==> src/logic/host_pkg.sv <==
`default_nettype none

package host_pkg;

	//------------------------------------------------------------
	// Data words and block framing
	//------------------------------------------------------------
	localparam int word_w      = 32;
	localparam int block_words = 16;   // Host block, reduced for simulation

	//------------------------------------------------------------
	// Host FIFOs
	//------------------------------------------------------------
	localparam int fifo_depth      = 64;
	localparam int count_w         = 7;    // Holds 0 to fifo_depth
	localparam int buffer_headroom = 4;    // Slack for count update latency

	// Highest input fill that still leaves room for a whole block
	localparam int in_ready_limit = fifo_depth - buffer_headroom - block_words;

	//------------------------------------------------------------
	// Control word bit positions
	//------------------------------------------------------------
	localparam int ctrl_reads_bit  = 0;
	localparam int ctrl_writes_bit = 1;
	localparam int ctrl_reset_bit  = 2;   // Soft reset of FIFOs and DMA

endpackage

`default_nettype wire
==> src/logic/word_fifo.sv <==
`timescale 1ns/1ps
`default_nettype none

module word_fifo (
	input  logic                        okClk,
	input  logic                        arst_n,
	input  logic                        clear,
	input  logic                        push,
	input  logic [host_pkg::word_w-1:0] push_data,
	input  logic                        pop,
	output logic [host_pkg::word_w-1:0] pop_data,
	output logic [host_pkg::count_w-1:0] count,
	output logic                        full,
	output logic                        empty
);
	import host_pkg::*;

	logic [word_w-1:0]             mem [fifo_depth];
	logic [$clog2(fifo_depth)-1:0] wr_ptr;
	logic [$clog2(fifo_depth)-1:0] rd_ptr;
	logic                          do_push;
	logic                          do_pop;

	assign do_push = push && !full;    // Drop writes when full
	assign do_pop  = pop && !empty;    // Drop reads when empty

	// Pointers wrap on their own, depth is a power of two
	always_ff @(posedge okClk or negedge arst_n) begin
		if (!arst_n) begin
			wr_ptr <= '0;
			rd_ptr <= '0;
			count  <= '0;
		end else if (clear) begin
			wr_ptr <= '0;
			rd_ptr <= '0;
			count  <= '0;
		end else begin
			if (do_push) wr_ptr <= wr_ptr + 1'b1;
			if (do_pop) rd_ptr <= rd_ptr + 1'b1;
			case ({do_push, do_pop})
				2'b10:   count <= count + 1'b1;
				2'b01:   count <= count - 1'b1;
				default: count <= count;     // Both or neither
			endcase
		end
	end

	always_ff @(posedge okClk) begin
		if (do_push) mem[wr_ptr] <= push_data;
	end

	// Head word shows without a read strobe
	assign pop_data = mem[rd_ptr];
	assign full     = count == count_w'(fifo_depth);
	assign empty    = count == '0;

endmodule

`default_nettype wire

==> config.mk <==
export PLATFORM = sky130hd
export DESIGN_NAME = word_fifo
export DESIGN_NICKNAME = d
export VERILOG_FILES = /design/src/logic/host_pkg.sv /design/src/logic/word_fifo.sv
export SDC_FILE = /design/constraint.sdc
export NUM_CORES = 2
export LEC_CHECK = 0
export BUFFER_PORTS_ARGS = -buffer_cell sky130_fd_sc_hd__clkbuf_2
export CAP_MARGIN = 20
export CORE_MARGIN = 2
export CORE_UTILIZATION = 50
export CTS_CLUSTER_DIAMETER = 30
export DETAILED_ROUTE_END_ITERATION = 8
export MAX_ROUTING_LAYER = met4
export PLACE_DENSITY = 0.67
export SYNTH_ARGS = -nofsm -noshare
export SYNTH_HDL_FRONTEND = slang
export SYNTH_SLANG_ARGS = --single-unit
==> constraint.sdc <==
create_clock -name okClk -period 3.61 [get_ports okClk]
set_clock_uncertainty 0.1 [all_clocks]
set_input_delay 0.361 -clock okClk [delete_from_list [all_inputs] [get_ports okClk]]
set_output_delay 0.361 -clock okClk [all_outputs]
set_load 0.1 [all_outputs]
==> results.cfg <==
[placement]
port_buffers = 77
routabilityCongestion = 0.843
dp_hpwl_mm = 120
dpl-instance-area_um2 = 85800

[power_and_ir_drop]
power_mw = 79.7
switching_share_pct = 26.4
switchingPower_mw = 21.0
p_seq_share_pct = 33.6
irDropWorstVdd_mv = 0.901
p_comb_share_pct = 22.4
p_int_mw = 58.6
p_leak_nw = 32.6
p_per_area_nw_per_um2 = 784
p_clk_share_pct = 44.0

[floorplan]
fp-row-count = 146
initial_core_util_pct = 50.3
boundaryPins = 78
die_h_um = 403
fp.dieW_um = 403
fp.coreArea_um2 = 158000
die_area_um2 = 162000

[critical_path]
end_kind = output pin
path_max_fanout = 6
cp.arrival_ns = 3.79
crit_type = reg -> out
startpoint_type = flip-flop
cp.required_ns = 3.15

[yosys]
synth-seq-cells = 2067
synthTopCellsByArea = edfxtp_1 (77%), mux4_2 (14%), mux2i_1 (2.3%)
synth_edf_count = 2048
yosysSeqAreaShare_pct = 78.0
ys.warnings.count = 0
synth_cell_type_count = 65
synth_nets = 3543
yosysMostFrequentCell = edfxtp_1
async_reset_ff_share_pct = 0.919
synthTopCellsByCount = edfxtp_1 (2,048), mux4_2 (497), mux2i_1 (184), nor2_1 (119), clkbuf_1 (71)
yosys.area.top_type = edfxtp_1
synth.avg_cell_area_um2 = 22.7
synth_area_um2 = 79400
synth_cells = 3498
synth_top_area_share_pct = 77.4
synth_flop_cell = edfxtp_1

[timing]
slew_headroom_pct = 27.8
setup_viol = 32
worstMarginPinSlew_ns = 1.08
min_period_over_period_pct = 118
fmax_ghz = 0.235
drv_slew = 0
fin_tns_setup_ns = -16.62
rsz0062_at_grt = true
hold_viol = 0
period_needed_ns = 4.25
holdWs_ns = 0.0705
postLayoutSetupSlackWorst_ns = -0.638

[drt]
drc_errors = 0
ant_nets = 0
wl_per_cell_um = 33.8
wl_mm = 223
route.vias.total = 42185
first_iter_violations = 5550
viasPerCell = 6.39
dr.pass1.iters = 6

[cts]
clk_transition_reported_paths_ns = 0.05
cts_num_sinks = 2067
clockBufferDepth = 4
cts_buffers = 386
htree_levels = 5
cts_tree = done
ctsRootBufferMaster = clkbuf_16
insertion_delay_ns = 0.94

[global_route]
met3_usage_pct = 5.82
grt_pass1_wl_mm = 310
met1_usage_pct = 38.1
use_met2_pct = 42.4
antenna_found_initial = 9
gr-total-overflow = 0
grt-busiest-layer = met2
grt_pass1_vias = 42108
grt_max_degree = 65
track_usage_pct = 28.1

[run_status]
violations = negative setup slack
status = complete, but fails checks

[layout]
seq_area_um2 = 62000
fin_util_pct = 64.3
final_area_um2 = 102000
fillers = 9836
drive_above_1_share_pct = 40.6
multi_input_area_um2 = 17800
finalNetCount = 4269
area_growth_pct = 28.0

[hold_path]
worst_hold_path_type = in -> reg

[job]
cap_violations = 0
[per-layer routing]
| metal | wire, µm | part of all wire (%) |
|---|---|---|
| met5 | 0 | 0 |
| met4 | 8020 | 3.6 |
| met3 | 23800 | 11 |
| met2 | 108000 | 48 |
| met1 | 84100 | 38 |
[worst paths after layout]
path                                        from  cells after the start               endpoint  slack [ns]
setup / recovery           rd_ptr[0]$_DFFE_PN0P_                      9           pop_data[30]       -0.64
hold / removal                     push_data[28]                      1   mem[3][28]$_DFFE_PP_        0.07
setup reg to reg            count[3]$_DFFE_PN0P_                     10   count[6]$_DFFE_PN0P_        0.42
hold reg to reg             count[4]$_DFFE_PN0P_                      2   count[4]$_DFFE_PN0P_        0.45
max in group asynchronous                 arst_n                      4  rd_ptr[0]$_DFFE_PN0P_        2.55
min in group asynchronous                 arst_n                      3   count[5]$_DFFE_PN0P_        0.36
[cell usage in the layout, fill, tap and decap left out, drive strengths merged, types with 46 or more instances in the layout]
| cell type | Yosys | layout |
|---|---|---|
| o21ai | 52 | 52 |
| mux2i | 184 | 184 |
| clkinv | 2 | 131 |
| edfxtp | 2048 | 2048 |
| nor2 | 120 | 120 |
| inv | 4 | 46 |
| buf | 124 | 454 |
| a21oi | 61 | 61 |
| clkbuf | 71 | 491 |
| mux4 | 497 | 497 |
[critical path: stages (launching register included)]
cell and delay (ns):
dfrtp_4 0.53, buf_12 0.16, buf_12 0.14, buf_12 0.14
buf_4 0.13, mux4_2 0.41, mux4_2 0.49, a22oi_2 0.44
o31ai_2 0.20, buf_12 0.21
[registers in the layout, summed over array words and instances (netlist names)]
name,cells
count,7
mem,2048
wr_ptr,6
rd_ptr,6
[stage by stage]
stage,setup WS [ns],cells
final,-0.638,6605
after global routing,-0.666,6604
after CTS,-0.692,6510
after detailed placement,-0.314,5770
after global placement,-0.287,5769
after floorplan,-0.803,3498
[area by class of cell]
class / count / share of cell area, %
Multi-Input combinational cell: 1230 / 17.5
Timing Repair Buffer: 533 / 6.37
Tap cell: 2072 / 2.55
Clock inverter: 256 / 2.72
Clock buffer: 434 / 9.82
Antenna cell: 7 / 0.0172
Inverter: 6 / 0.0222
Sequential cell: 2067 / 61.0
[timing repair]
action                                  CTS  global route
hold buffers                             12             8
cloned                                   13            11
resized for setup                       100           180
endpoints found under the setup margin   32            32
hold endpoints to repair                169           194
pin swaps                                 5            33
setup buffers                            26            71
[power by group through the flow]
stage	clock network [mW]	registers, mW	logic [mW]
floorplan	0	27.3	9.77
global placement	0	27.2	14.5
detailed placement	0	27.3	14.7
CTS	35.3	26.8	16.2
global route	36.5	26.7	18.6
finish	35.0	26.7	17.9
[kinds of logic (layout without fill, tap and decap cells)]
group / count (synthesis) / in the layout / share of synthesized area [%]
DFF: 2067 / 2067 / 78.0
muxes: 701 / 701 / 16.7
AOI/OAI and AO/OA: 283 / 283 / 2.43
and+or+nand+nor: 224 / 224 / 1.26
buffers and inverters: 201 / 1229 / 1.32
xor gates and xnor gates: 14 / 14 / 0.154
adders and majority gates: 8 / 8 / 0.135
other: 0 / 7 / 0
No activity file was read; power rests on OpenSTA's default activity.
