[config.mk]
export PLATFORM = sky130hd
export DESIGN_NAME = dma_engine
export DESIGN_NICKNAME = d
export VERILOG_FILES = /design/src/logic/mem_pkg.sv /design/src/logic/host_pkg.sv /design/src/logic/dma_engine.sv
export SDC_FILE = /design/constraint.sdc
export NUM_CORES = 1
export LEC_CHECK = 0
export BUFFER_PORTS_ARGS = -buffer_cell sky130_fd_sc_hd__buf_4
export CAP_MARGIN = 20
export CORE_ASPECT_RATIO = 1.1
export CORE_MARGIN = 1.5
export CORE_UTILIZATION = 41
export CTS_BUF_LIST = sky130_fd_sc_hd__clkbuf_4 sky130_fd_sc_hd__clkbuf_8
export DETAILED_ROUTE_END_ITERATION = 7
export GPL_TIMING_DRIVEN = 0
export PLACE_DENSITY_LB_ADDON = 0.25
export SLEW_MARGIN = 20
export SYNTH_ARGS = -nofsm -noshare
export SYNTH_HDL_FRONTEND = slang
export SYNTH_SLANG_ARGS = --single-unit
[constraint.sdc]
create_clock -name okClk -period 3.8 [get_ports okClk]
set_clock_uncertainty 0.1 [all_clocks]
set_input_delay 0.76 -clock okClk [delete_from_list [all_inputs] [get_ports okClk]]
set_output_delay 0.76 -clock okClk [all_outputs]
set_load 0.005 [all_outputs]
[src/logic/mem_pkg.sv]
`default_nettype none

package mem_pkg;

	//------------------------------------------------------------
	// Block memory geometry
	//------------------------------------------------------------

	// Word address on the Wishbone bus
	localparam int mem_addr_w = 8;

	localparam int mem_words = 256;

	// Capacity counted in host blocks of 16 words
	localparam int mem_blocks = 16;

endpackage

`default_nettype wire

[src/logic/host_pkg.sv]
`default_nettype none

package host_pkg;

	//------------------------------------------------------------
	// Data words and block framing
	//------------------------------------------------------------
	localparam int word_w      = 32;
	localparam int block_words = 16;   // Host block, reduced for simulation

	//------------------------------------------------------------
	// Host FIFOs
	//------------------------------------------------------------
	localparam int fifo_depth      = 64;
	localparam int count_w         = 7;    // Holds 0 to fifo_depth
	localparam int buffer_headroom = 4;    // Slack for count update latency

	// Highest input fill that still leaves room for a whole block
	localparam int in_ready_limit = fifo_depth - buffer_headroom - block_words;

	//------------------------------------------------------------
	// Control word bit positions
	//------------------------------------------------------------
	localparam int ctrl_reads_bit  = 0;
	localparam int ctrl_writes_bit = 1;
	localparam int ctrl_reset_bit  = 2;   // Soft reset of FIFOs and DMA

endpackage

`default_nettype wire
[src/logic/dma_engine.sv]
`timescale 1ns/1ps
`default_nettype none

module dma_engine (
	input  logic                           okClk,
	input  logic                           arst_n,
	input  logic                           soft_reset,
	input  logic                           reads_en,
	input  logic                           writes_en,
	input  logic [host_pkg::word_w-1:0]    in_data,
	input  logic [host_pkg::count_w-1:0]   in_count,
	input  logic [host_pkg::count_w-1:0]   out_count,
	input  logic [host_pkg::word_w-1:0]    wb_dat_r,
	input  logic                           wb_ack,
	output logic                           in_pop,
	output logic                           out_push,
	output logic [host_pkg::word_w-1:0]    out_data,
	output logic                           wb_cyc,
	output logic                           wb_stb,
	output logic                           wb_we,
	output logic [mem_pkg::mem_addr_w-1:0] wb_adr,
	output logic [host_pkg::word_w-1:0]    wb_dat_w
);
	import host_pkg::*;
	import mem_pkg::*;

	enum logic [1:0] {st_idle, st_write, st_read} state;

	logic [$clog2(mem_blocks)-1:0]  wr_blk;     // Next block slot to fill
	logic [$clog2(mem_blocks)-1:0]  rd_blk;     // Oldest stored block
	logic [$clog2(mem_blocks):0]    stored;     // 0 to mem_blocks
	logic [$clog2(block_words)-1:0] word_cnt;
	logic                           start_write;
	logic                           start_read;
	logic                           last_word;

	//------------------------------------------------------------
	// Block start conditions
	//------------------------------------------------------------
	assign start_write = writes_en
		&& (int'(in_count) >= block_words)
		&& (int'(stored) < mem_blocks);

	// Output FIFO must take a whole block
	assign start_read = reads_en
		&& (stored != '0)
		&& (int'(out_count) <= fifo_depth - block_words);

	assign last_word = word_cnt == '1;

	//------------------------------------------------------------
	// Burst FSM
	//------------------------------------------------------------
	// Per word: stb alone, then ack, then one idle cycle
	always_ff @(posedge okClk or negedge arst_n) begin
		if (!arst_n) begin
			state    <= st_idle;
			wb_cyc   <= 1'b0;
			wb_stb   <= 1'b0;
			wr_blk   <= '0;
			rd_blk   <= '0;
			stored   <= '0;
			word_cnt <= '0;
		end else if (soft_reset) begin
			state    <= st_idle;
			wb_cyc   <= 1'b0;
			wb_stb   <= 1'b0;
			wr_blk   <= '0;
			rd_blk   <= '0;
			stored   <= '0;
			word_cnt <= '0;
		end else begin
			case (state)
				st_idle: begin
					if (start_write) begin       // Writes win a tie
						state  <= st_write;
						wb_cyc <= 1'b1;
						wb_stb <= 1'b1;
					end else if (start_read) begin
						state  <= st_read;
						wb_cyc <= 1'b1;
						wb_stb <= 1'b1;
					end
				end
				default: begin
					if (wb_ack) begin
						wb_stb   <= 1'b0;
						word_cnt <= word_cnt + 1'b1;    // Wraps to 0 after last
						if (last_word) begin
							state  <= st_idle;
							wb_cyc <= 1'b0;
							if (state == st_write) begin
								wr_blk <= wr_blk + 1'b1;
								stored <= stored + 1'b1;
							end else begin
								rd_blk <= rd_blk + 1'b1;
								stored <= stored - 1'b1;
							end
						end
					end else if (!wb_stb) begin
						wb_stb <= 1'b1;        // Gap cycle over
					end
				end
			endcase
		end
	end

	//------------------------------------------------------------
	// Bus and FIFO side
	//------------------------------------------------------------
	assign wb_we  = state == st_write;
	assign wb_adr = (state == st_read) ? {rd_blk, word_cnt} : {wr_blk, word_cnt};

	// Head of input FIFO stays put until its ack
	assign wb_dat_w = in_data;
	assign in_pop   = wb_ack && (state == st_write);

	assign out_data = wb_dat_r;
	assign out_push = wb_ack && (state == st_read);

endmodule

`default_nettype wire

==> impl_metrics.env, run 1 <==
export IMPL_port_buffers=92
export IMPL_synth_cell_types=37
export IMPL_slew_violations=0
export IMPL_sequentialPowerShare_pct=42.7
export IMPL_clock_latency_ns=0.25
export IMPL_nNetsFinal=372
export IMPL_ys_top_cells_by_area="dfrtp_1 31%, buf_4 29%, ha_1 4.5%"
export IMPL_rsz0062_at_grt="false"
export IMPL_ys_warn_count=0
export IMPL_cts_root_buffer="clkbuf_8"
export IMPL_intPower_uw=414
export IMPL_postLayoutCellArea_mm2=0.00248
export IMPL_ios=161
export IMPL_yosysMostFrequentCell="buf_4"
export IMPL_fin_ws_ns=1.24
export IMPL_vias_per_cell=4.56
export IMPL_cp_required_ns=2.94
export IMPL_die_w_um=64.0
export IMPL_r2r_slack_ns=1.27
export IMPL_antenna_found_initial=0
export IMPL_cts_sinks=21
export IMPL_fin_crit_sh_pct=67.3
export IMPL_ir_worst_vdd_mv=0.140
export IMPL_path_cells="buf_2 > nor2b_1 > mux2_2 > buf_4"
export IMPL_swShare_pct=23.3
export IMPL_synth_cells=184
export IMPL_place_congestion=0.798
export IMPL_cp_arrival_ns=1.70
export IMPL_p_comb_share_pct=29.2
export IMPL_ctsResizeCount=0
export IMPL_hold_viol=0
export IMPL_cap_violations=0
export IMPL_drc_errors=0
export IMPL_worstPathMaxFanout=10
export IMPL_yosys_area_top_type_share_pct=31.3
export IMPL_grt_pass1_wl_mm=6.66
export IMPL_setup_violations=0
export IMPL_setup_tns_ns=0
export IMPL_start_util_pct=42.7
export IMPL_period_minus_slack_ns=2.56
export IMPL_final_core_utilization_pct=63.1
export IMPL_status="finished clean"
export IMPL_clkTransAtPathRegs_ns=0.07
export IMPL_drt_wirelength_per_cell_um=12.7
export IMPL_p_leak_nw=1.35
export IMPL_cp_top_family="simple AND/OR/NAND/NOR gates"
export IMPL_placed_cell_area_mm2=0.00243
export IMPL_worst_path_largest_cell_delay_ns=0.40
export IMPL_wirelength_mm=4.20
export IMPL_dr_total_vias=1515
export IMPL_place_hpwl_mm=3.56
export IMPL_yosysSeqAreaShare_pct=31.3
export IMPL_worstMarginPinSlew_ns=0.498
export IMPL_cts_hold_buf=0
export IMPL_first_pass_iters=4
export IMPL_layout_drive_gt1_share_pct=60.0
export IMPL_synth_main_ff_cell="dfrtp_1"
export IMPL_postSynthRegisterBits=21
export IMPL_slew_headroom_pct=66.7
export IMPL_grt_ovfl_total=0
export IMPL_dr_first_iter_drc_count=26
export IMPL_cts_tree="done"
export IMPL_netlist_area_mm2=0.00168
export IMPL_die_h_um=70.1
export IMPL_path_buf_inv=2
export IMPL_rows=24
export IMPL_async_reset_ff_share_pct=100
export IMPL_antennaDiodeCount=0
export IMPL_postSynthAreaPerCell_um2=9.12
export IMPL_fmax_mhz=391
export IMPL_grt_pass1_vias=1441
export IMPL_ant_nets=0
export IMPL_postCtsSetupBuffers=0
export IMPL_hold_class="primary input to async pin"
export IMPL_synth_top_cell_by_area="dfrtp_1"
export IMPL_cts_max_level=1
export IMPL_power_density_mw_per_mm2=218
export IMPL_p_clk_share_pct=28.1
export IMPL_p_switching_uw=126
export IMPL_coreArea_mm2=0.00393
export IMPL_crit_type="register to primary output"
export IMPL_ys_top_cells_by_count="64 x buf_4, 21 x dfrtp_1, 18 x nor2_1"
export IMPL_syn2layout_area_growth_pct=47.9
export IMPL_pre_cts_ws_ns=1.29
export IMPL_synth_nets=275
export IMPL_grt_start_max_net_pins=22
export IMPL_start_kind="register"
export IMPL_crit_path_end_kind="primary output"
export IMPL_die_area_mm2=0.00449
export IMPL_crit_slowest_cell="nor2b_1"
export IMPL_grt_use_total_pct=18.3
export IMPL_cts_made_buffers=3
export IMPL_clockBufferDepth=2
export IMPL_synth_edf_count=0
[sequential cells by signal, indices dropped and copies added (netlist names)]
name / flops
state: 2
wb_stb: 1
wr_blk: 4
wb_cyc: 1
stored: 5
word_cnt: 4
rd_blk: 4
[through the flow]
stage,power (mW),cells,hold WS [ns]
after CTS,0.548,332,0.285
final,0.540,332,0.280
after global placement,0.393,328,0.418
after global routing,0.570,332,0.296
after floorplan,0.310,184,0.364
after detailed placement,0.395,328,0.440
[metal layers]
layer	global-route usage [%]	wire length (um)	vias up
met5	0	0	-
met1	19.9	1460	686
met4	2.17	0	0
li1	-	-	745
met2	35.4	2270	84
met3	4.83	474	0
[power groups by stage]
stage / Clock (mW) / Combinational (mW) / Sequential [mW]
CTS: 0.157 / 0.160 / 0.231
global route: 0.168 / 0.171 / 0.231
floorplan: 0 / 0.0749 / 0.235
global placement: 0 / 0.157 / 0.236
detailed placement: 0 / 0.160 / 0.235
finish: 0.152 / 0.158 / 0.231
[cells in the final DEF, fill, tap and decap left out, types with 4 or more instances in the layout]
| cell | count |
|---|---|
| o21ai_0 | 4 |
| dfrtp_1 | 21 |
| buf_4 | 156 |
| a21oi_1 | 5 |
| nor2_1 | 18 |
| nand2_1 | 7 |
| xor2_1 | 5 |
| xnor2_1 | 6 |
| ha_1 | 6 |
| nand3_1 | 4 |
| mux2_2 | 5 |
[area by class of cell]
class | count | area [um2]
fillers | 345 | 1450
well taps | 52 | 65.1
plain buffers | 67 | 493
multi-input cells | 94 | 652
clock buffers | 4 | 48.8
inverters | 2 | 7.51
repair buffers | 92 | 691
flip-flops and latches | 21 | 526
[final timing paths]
check	start	to	cells past startpoint
max	state[1]	wb_adr[5]	4
min in group okClk	rd_blk[3]	rd_blk[3]	2
max reg2reg	state[1]	stored[4]	7
min	arst_n	stored[3]	1
max in group asynchronous	arst_n	rd_blk[0]	1
min reg2reg	rd_blk[3]	rd_blk[3]	2
[worst reg2reg max path, delay by kind of cell, from the launching register on]
| kind | cells | cell delay, ns |
|---|---|---|
| AO/OA/AOI/OAI | 2 | 0.40 |
| adder cells (fa/ha/maj) | 1 | 0.52 |
| buffers and inverters | 1 | 0.17 |
| multiplexers | 2 | 0.56 |
| flip-flops | 1 | 0.36 |
| AND/OR/NAND/NOR | 1 | 0.31 |
[cell families (layout without fill, tap and decap cells)]
family	after synthesis	count (layout)	synth area share, %
XOR/XNOR	11	11	5.74
flip-flops	21	21	31.3
buffers and inverters	69	165	29.8
adder cells (fa/ha/maj)	7	7	5.67
AO/OA/AOI/OAI	17	17	6.19
AND/OR/NAND/NOR	51	51	16.1
multiplexers	8	8	5.15
Note: power is estimated with default switching activity, not from simulation.
==> run 2, diff against run 1 <==
--- a/config.mk
+++ b/config.mk
@@ -5,11 +5,12 @@
 export SDC_FILE = /design/constraint.sdc
 export NUM_CORES = 1
 export LEC_CHECK = 0
+export ABC_AREA = 1
 export BUFFER_PORTS_ARGS = -buffer_cell sky130_fd_sc_hd__buf_4
 export CAP_MARGIN = 20
 export CORE_ASPECT_RATIO = 1.1
 export CORE_MARGIN = 1.5
-export CORE_UTILIZATION = 41
+export CORE_UTILIZATION = 35
 export CTS_BUF_LIST = sky130_fd_sc_hd__clkbuf_4 sky130_fd_sc_hd__clkbuf_8
 export DETAILED_ROUTE_END_ITERATION = 7
 export GPL_TIMING_DRIVEN = 0
==> constraint.sdc (replaced) <==
create_clock -name okClk -period 2.2 [get_ports okClk]
set_clock_uncertainty 0.1 [all_clocks]
set_input_delay 0.44 -clock okClk [delete_from_list [all_inputs] [get_ports okClk]]
set_output_delay 0.44 -clock okClk [all_outputs]
set_load 0.005 [all_outputs]
==> impl_metrics.env, run 2 <==
export IMPL_status="finished clean"
export IMPL_top_register="stored"
export IMPL_cap_violations=0
export IMPL_period_minus_slack_ns=1.92
export IMPL_postSynthRegisterBits=21
export IMPL_ys_top_cells_by_count="64 x buf_4, 41 x nand2_1, 23 x inv_1"
export IMPL_cts_sinks=21
export IMPL_grt_pass1_vias=1440
export IMPL_yosys_area_top_type_share_pct=29.3
export IMPL_grt_start_max_net_pins=22
export IMPL_ys_top_cells_by_area="dfrtp_1 29%, buf_4 27%, nand2_1 8.6%"
export IMPL_fin_ws_ns=0.277
export IMPL_first_pass_iters=4
export IMPL_power_density_mw_per_mm2=661
export IMPL_synth_nets=329
export IMPL_fmax_mhz=520
export IMPL_rows=27
export IMPL_largest_reg_flops=5
export IMPL_yosysMostFrequentCell="buf_4"
export IMPL_slew_headroom_pct=80.2
export IMPL_clock_latency_ns=0.26
export IMPL_antenna_found_initial=0
export IMPL_ios=161
export IMPL_dp_cells=388
export IMPL_p_leak_nw=1.46
export IMPL_drt_wirelength_per_cell_um=9.83
export IMPL_dr_first_iter_drc_count=57
export IMPL_yosysSeqAreaShare_pct=29.3
export IMPL_final_cell_mix="156 x buf_4, 41 x nand2_1, 23 x inv_1, 21 x dfrtp_1, 18 x nand3_1"
export IMPL_netlist_area_mm2=0.00180
export IMPL_synth_cells=238
export IMPL_hold_viol=0
export IMPL_pre_cts_ws_ns=0.286
export IMPL_crit_slowest_cell="fa_1"
export IMPL_setup_violations=0
export IMPL_worstMarginPinSlew_ns=0.297
export IMPL_synth_top_cell_by_area="dfrtp_1"
export IMPL_dr_total_vias=1721
export IMPL_antennaDiodeCount=0
export IMPL_crit_path_end_kind="register"
export IMPL_cp_top_family="adder cells"
export IMPL_fin_crit_sh_pct=87.4
export IMPL_worst_path_largest_cell_delay_ns=0.49
export IMPL_place_congestion=0.834
export IMPL_vias_per_cell=4.38
export IMPL_crit_type="register to register"
export IMPL_synth_cell_types=27
export IMPL_synth_main_ff_cell="dfrtp_1"
export IMPL_start_util_pct=36.2
export IMPL_die_area_mm2=0.00557
export IMPL_mostFrequentLayoutCell="buf_4"
export IMPL_fillCellCount=519
export IMPL_start_kind="register"
export IMPL_drc_errors=0
export IMPL_setup_tns_ns=0
export IMPL_ys_warn_count=0
export IMPL_postCtsSetupBuffers=0
export IMPL_fin_cells=393
export IMPL_wirelength_mm=3.86
export IMPL_path_buf_inv=1
export IMPL_hold_class="register to register"
export IMPL_ant_nets=0
export IMPL_grt_pass1_wl_mm=5.93
export IMPL_clkTransAtPathRegs_ns=0.08
export IMPL_coreArea_mm2=0.00497
export IMPL_cp_arrival_ns=1.98
export IMPL_cts_max_level=1
export IMPL_cp_required_ns=2.26
export IMPL_rsz0062_at_grt="false"
export IMPL_clockBufferDepth=2
export IMPL_worstPathMaxFanout=7
export IMPL_nNetsFinal=427
export IMPL_place_hpwl_mm=3.25
export IMPL_port_buffers=92
export IMPL_die_w_um=71.3
export IMPL_syn2layout_area_growth_pct=45.6
export IMPL_die_h_um=78.1
export IMPL_ir_worst_vdd_mv=0.369
export IMPL_grt_use_total_pct=13.0
export IMPL_grt_ovfl_total=0
export IMPL_cts_tree="done"
export IMPL_postSynthAreaPerCell_um2=7.54
export IMPL_cts_made_buffers=3
export IMPL_cts_root_buffer="clkbuf_8"
export IMPL_synth_edf_count=0
export IMPL_async_reset_ff_share_pct=100
export IMPL_path_cells="inv_1 > nand2_2 > fa_1 > a21oi_1 > nor2_1 > nor2_1 > nand2_1 > nand3_1 > nand2_1"
export IMPL_layout_drive_gt1_share_pct=52.8
export IMPL_slew_violations=0
==> run 2: cell count changes in the layout (fill, tap and decap cells not counted), moves of 4 or more <==
cell     delta
o21ai_0    +10
nand3_1    +14
nand2_1    +34
inv_1      +21
xnor2_1     -5
xor2_1      -4
mux2_2      -5
nand2_2     +5
==> run 2: worst min-delay path: cells and delay by family, from the launching register on <==
kind / cells / cell delay, ns
DFF: 1 / 0.35
and+or+nand+nor: 2 / 0.11
==> run 2: layout make-up <==
type	count	area (um2)	share of cell area, %
clock inverters	1	5.00	0.191
clock buffers	3	41.3	1.58
well taps	58	72.6	2.78
inverters	25	93.8	3.59
flip-flops and latches	21	526	20.1
plain buffers	65	485	18.6
multi-input cells	127	691	26.4
repair buffers	93	701	26.8
==> run 2: layer usage <==
| layer | up-vias | global-route usage, % | share of wire [%] |
|---|---|---|---|
| met4 | 0 | 3.96 | 1.2 |
| met2 | 87 | 24.6 | 51 |
| met3 | 5 | 1.67 | 9.6 |
| li1 | 884 | - | - |
| met5 | - | 0 | 0 |
| met1 | 745 | 14.7 | 38 |
==> run 2: final timing paths <==
check                         start        end  slack [ns]  depth (start not counted)
max                        state[1]  stored[4]        0.28                          9
min in group asynchronous    arst_n  stored[3]        0.50                          2
min reg2reg                  wb_cyc     wb_cyc        0.39                          2
max reg2reg                state[1]  stored[4]        0.28                          9
max in group asynchronous    arst_n  wr_blk[0]        1.28                          2
min                          wb_cyc     wb_cyc        0.39                          2
==> run 2: cells by family (layout without fill, tap and decap cells) <==
group                      after synthesis  count (layout)  synth area share, %
buffers and inverters                   90             187                 32.3
adders and majority gates                7               7                 5.30
DFF                                     21              21                 29.3
AOI/OAI and AO/OA                       28              28                 8.78
and+or+nand+nor                         89              89                 22.5
xor gates and xnor gates                 3               3                 1.88
==> run 2: timing repair <==
action | 4_1_cts | 5_1_grt
endpoints found under the hold margin | 21 | 0
hold buffers | 1 | 0
gates resized for setup | 0 | 0
==> run 2: stage by stage <==
| stage | instance area [um2] | hold slack (ns) | utilization (%) | total power, mW |
|---|---|---|---|---|
| 6_report | 2620 | 0.388 | 52.7 | 1.73 |
| 2_1_floorplan | 1800 | 0.0444 | - | 1.18 |
| 3_3_place_gp | 2560 | 0.242 | 51.5 | 1.46 |
| 5_1_grt | 2620 | 0.408 | 52.7 | 1.89 |
| 3_5_place_dp | 2560 | 0.244 | 51.5 | 1.49 |
| 4_1_cts | 2620 | 0.393 | 52.7 | 1.75 |
==> run 2: report_power, final <==
group	internal [mW]	switching [mW]
registers	0.484	0.0974
logic	0.451	0.443
clock network	0.126	0.127
total	1.06	0.668
==> run 3, diff against run 2 <==
--- a/config.mk
+++ b/config.mk
@@ -5,12 +5,11 @@
 export SDC_FILE = /design/constraint.sdc
 export NUM_CORES = 1
 export LEC_CHECK = 0
-export ABC_AREA = 1
 export BUFFER_PORTS_ARGS = -buffer_cell sky130_fd_sc_hd__buf_4
 export CAP_MARGIN = 20
-export CORE_ASPECT_RATIO = 1.1
+export CORE_ASPECT_RATIO = 0.75
 export CORE_MARGIN = 1.5
-export CORE_UTILIZATION = 35
+export CORE_UTILIZATION = 34
 export CTS_BUF_LIST = sky130_fd_sc_hd__clkbuf_4 sky130_fd_sc_hd__clkbuf_8
 export DETAILED_ROUTE_END_ITERATION = 7
 export GPL_TIMING_DRIVEN = 0
==> impl_metrics.env, run 3 (synthesized netlist as in run 1, its figures left out) <==
export IMPL_cts_root_buffer="clkbuf_8"
export IMPL_crit_path_end_kind="register"
export IMPL_p_comb_share_pct=29.7
export IMPL_worst_path_largest_cell_delay_ns=0.44
export IMPL_slew_violations=0
export IMPL_swShare_pct=24.1
export IMPL_layout_drive_gt1_share_pct=62.3
export IMPL_period_minus_slack_ns=2.13
export IMPL_totalPowerFinal_uw=932
export IMPL_final_cell_mix="160 x buf_4, 19 x dfrtp_1, 18 x nor2_1, 7 x nand2_1"
export IMPL_cp_required_ns=2.25
export IMPL_ios=161
export IMPL_crit_slowest_cell="dfrtp_2"
export IMPL_vias_per_cell=4.37
export IMPL_p_switching_uw=224
export IMPL_hold_class="primary input to register"
export IMPL_cts_max_level=1
export IMPL_cts_tree="done"
export IMPL_antennaDiodeCount=0
export IMPL_wirelength_mm=4.10
export IMPL_dp_cells=333
export IMPL_p_clk_share_pct=27.3
export IMPL_intPower_uw=707
export IMPL_crit_type="register to register"
export IMPL_cp_arrival_ns=2.18
export IMPL_hold_viol=0
export IMPL_dr_first_iter_drc_count=39
export IMPL_setup_violations=0
export IMPL_rsz0062_at_grt="false"
export IMPL_syn2layout_area_growth_pct=51.4
export IMPL_fillCellCount=451
export IMPL_place_congestion=0.794
export IMPL_setup_tns_ns=0
export IMPL_largest_reg_flops=5
export IMPL_worstPathMaxFanout=4
export IMPL_sequentialPowerShare_pct=43.0
export IMPL_drc_errors=0
export IMPL_worstMarginPinSlew_ns=0.514
export IMPL_grt_use_total_pct=14.3
export IMPL_rows=21
export IMPL_clockBufferDepth=2
export IMPL_grt_pass1_wl_mm=6.30
export IMPL_power_density_mw_per_mm2=367
export IMPL_nNetsFinal=376
export IMPL_clock_latency_ns=0.26
export IMPL_fmax_mhz=470
export IMPL_grt_pass1_vias=1344
export IMPL_place_hpwl_mm=3.35
export IMPL_port_buffers=92
export IMPL_slew_headroom_pct=65.7
export IMPL_cap_violations=0
export IMPL_first_pass_iters=6
export IMPL_drt_wirelength_per_cell_um=12.0
export IMPL_r2r_slack_ns=0.07
export IMPL_die_h_um=63.8
export IMPL_clkTransAtPathRegs_ns=0.08
export IMPL_die_w_um=84.1
export IMPL_p_leak_nw=1.36
export IMPL_cts_made_buffers=3
export IMPL_top_register="stored"
export IMPL_mostFrequentLayoutCell="buf_4"
export IMPL_path_buf_inv=0
export IMPL_cts_sinks=21
export IMPL_cp_top_family="multiplexers"
export IMPL_status="finished clean"
export IMPL_ant_nets=0
export IMPL_start_kind="register"
export IMPL_ir_worst_vdd_mv=0.230
export IMPL_dr_total_vias=1490
export IMPL_start_util_pct=36.5
export IMPL_coreArea_mm2=0.00460
export IMPL_path_cells="nand2b_4 > fa_2 > a21o_1 > a21oi_2 > mux2i_1 > mux2_2"
export IMPL_grt_ovfl_total=0
export IMPL_fin_cells=341
export IMPL_grt_start_max_net_pins=22
export IMPL_fin_crit_sh_pct=96.7
export IMPL_die_area_mm2=0.00537
export IMPL_antenna_found_initial=0
==> run 3: cell count changes in the layout (fill, tap and decap cells not counted), sizes merged, moves of 3 or more <==
cell | previous run | this run
o21ai | 18 | 4
xor2 | 2 | 5
mux2i | 0 | 3
nand2 | 46 | 7
inv | 25 | 2
buf | 157 | 160
and2 | 0 | 3
mux2 | 0 | 5
xnor2 | 1 | 6
nand3 | 19 | 4
==> run 3: worst paths after layout <==
path	from	end	cells past startpoint
worst max-delay path	state[1]	stored[4]	6
worst min-delay path	out_count[6]	wb_cyc	3
worst max register to register	state[1]	stored[4]	6
worst min register to register	rd_blk[3]	rd_blk[3]	2
max in group asynchronous	arst_n	state[0]	2
min in group asynchronous	arst_n	wb_cyc	2
==> run 3: timing repair <==
action,4_1_cts,5_1_grt
endpoints found under the hold margin,21,0
setup endpoints to repair,5,5
buffers inserted,4,0
hold buffers,1,0
gates resized for setup,2,2
pin swaps,0,1
==> run 3: cell type report <==
cell class | instances | area, um2 | area share [%]
Tap cell | 57 | 71.3 | 2.81
Buffer | 66 | 488 | 19.2
Clock inverter | 1 | 5.00 | 0.197
Multi-Input combinational cell | 94 | 668 | 26.3
Inverter | 2 | 7.51 | 0.296
Clock buffer | 3 | 41.3 | 1.63
Sequential cell | 21 | 528 | 20.8
Timing Repair Buffer | 97 | 731 | 28.8
==> run 3: per-layer routing <==
metal | wire length [um] | track usage, % | vias to the layer above
li1 | - | - | 752
met1 | 1650 | 17.5 | 685
met2 | 2170 | 25.7 | 49
met3 | 262 | 4.01 | 4
met4 | 21 | 2.25 | 0
met5 | 0 | 0 | -
==> run 3: per-stage QoR <==
| step | utilization [%] | hold WS (ns) | worst slack [ns] | instance area (um2) |
|---|---|---|---|---|
| detailed placement | 53.3 | 0.241 | -0.134 | 2450 |
| global placement | 53.3 | 0.243 | -0.145 | 2450 |
| CTS | 55.2 | 0.362 | 0.0100 | 2540 |
| floorplan | - | 0.0444 | 0.0441 | 1690 |
| global route | 55.2 | 0.370 | 0.00954 | 2540 |
| finish | 55.2 | 0.366 | 0.0722 | 2540 |
==> run 3: worst register-to-register path, delay by kind of cell, from the launching register on <==
kind / cells / cell delay [ns]
flip-flops: 1 / 0.44
AND/OR/NAND/NOR: 1 / 0.17
adder cells (fa/ha/maj): 1 / 0.36
AO/OA/AOI/OAI: 2 / 0.34
multiplexers: 2 / 0.61
==> run 3: power by group through the flow <==
stage	registers (mW)	logic, mW	clock network [mW]
global route	0.402	0.298	0.278
detailed placement	0.408	0.274	0
finish	0.400	0.277	0.254
floorplan	0.407	0.130	0
global placement	0.408	0.270	0
CTS	0.400	0.281	0.266
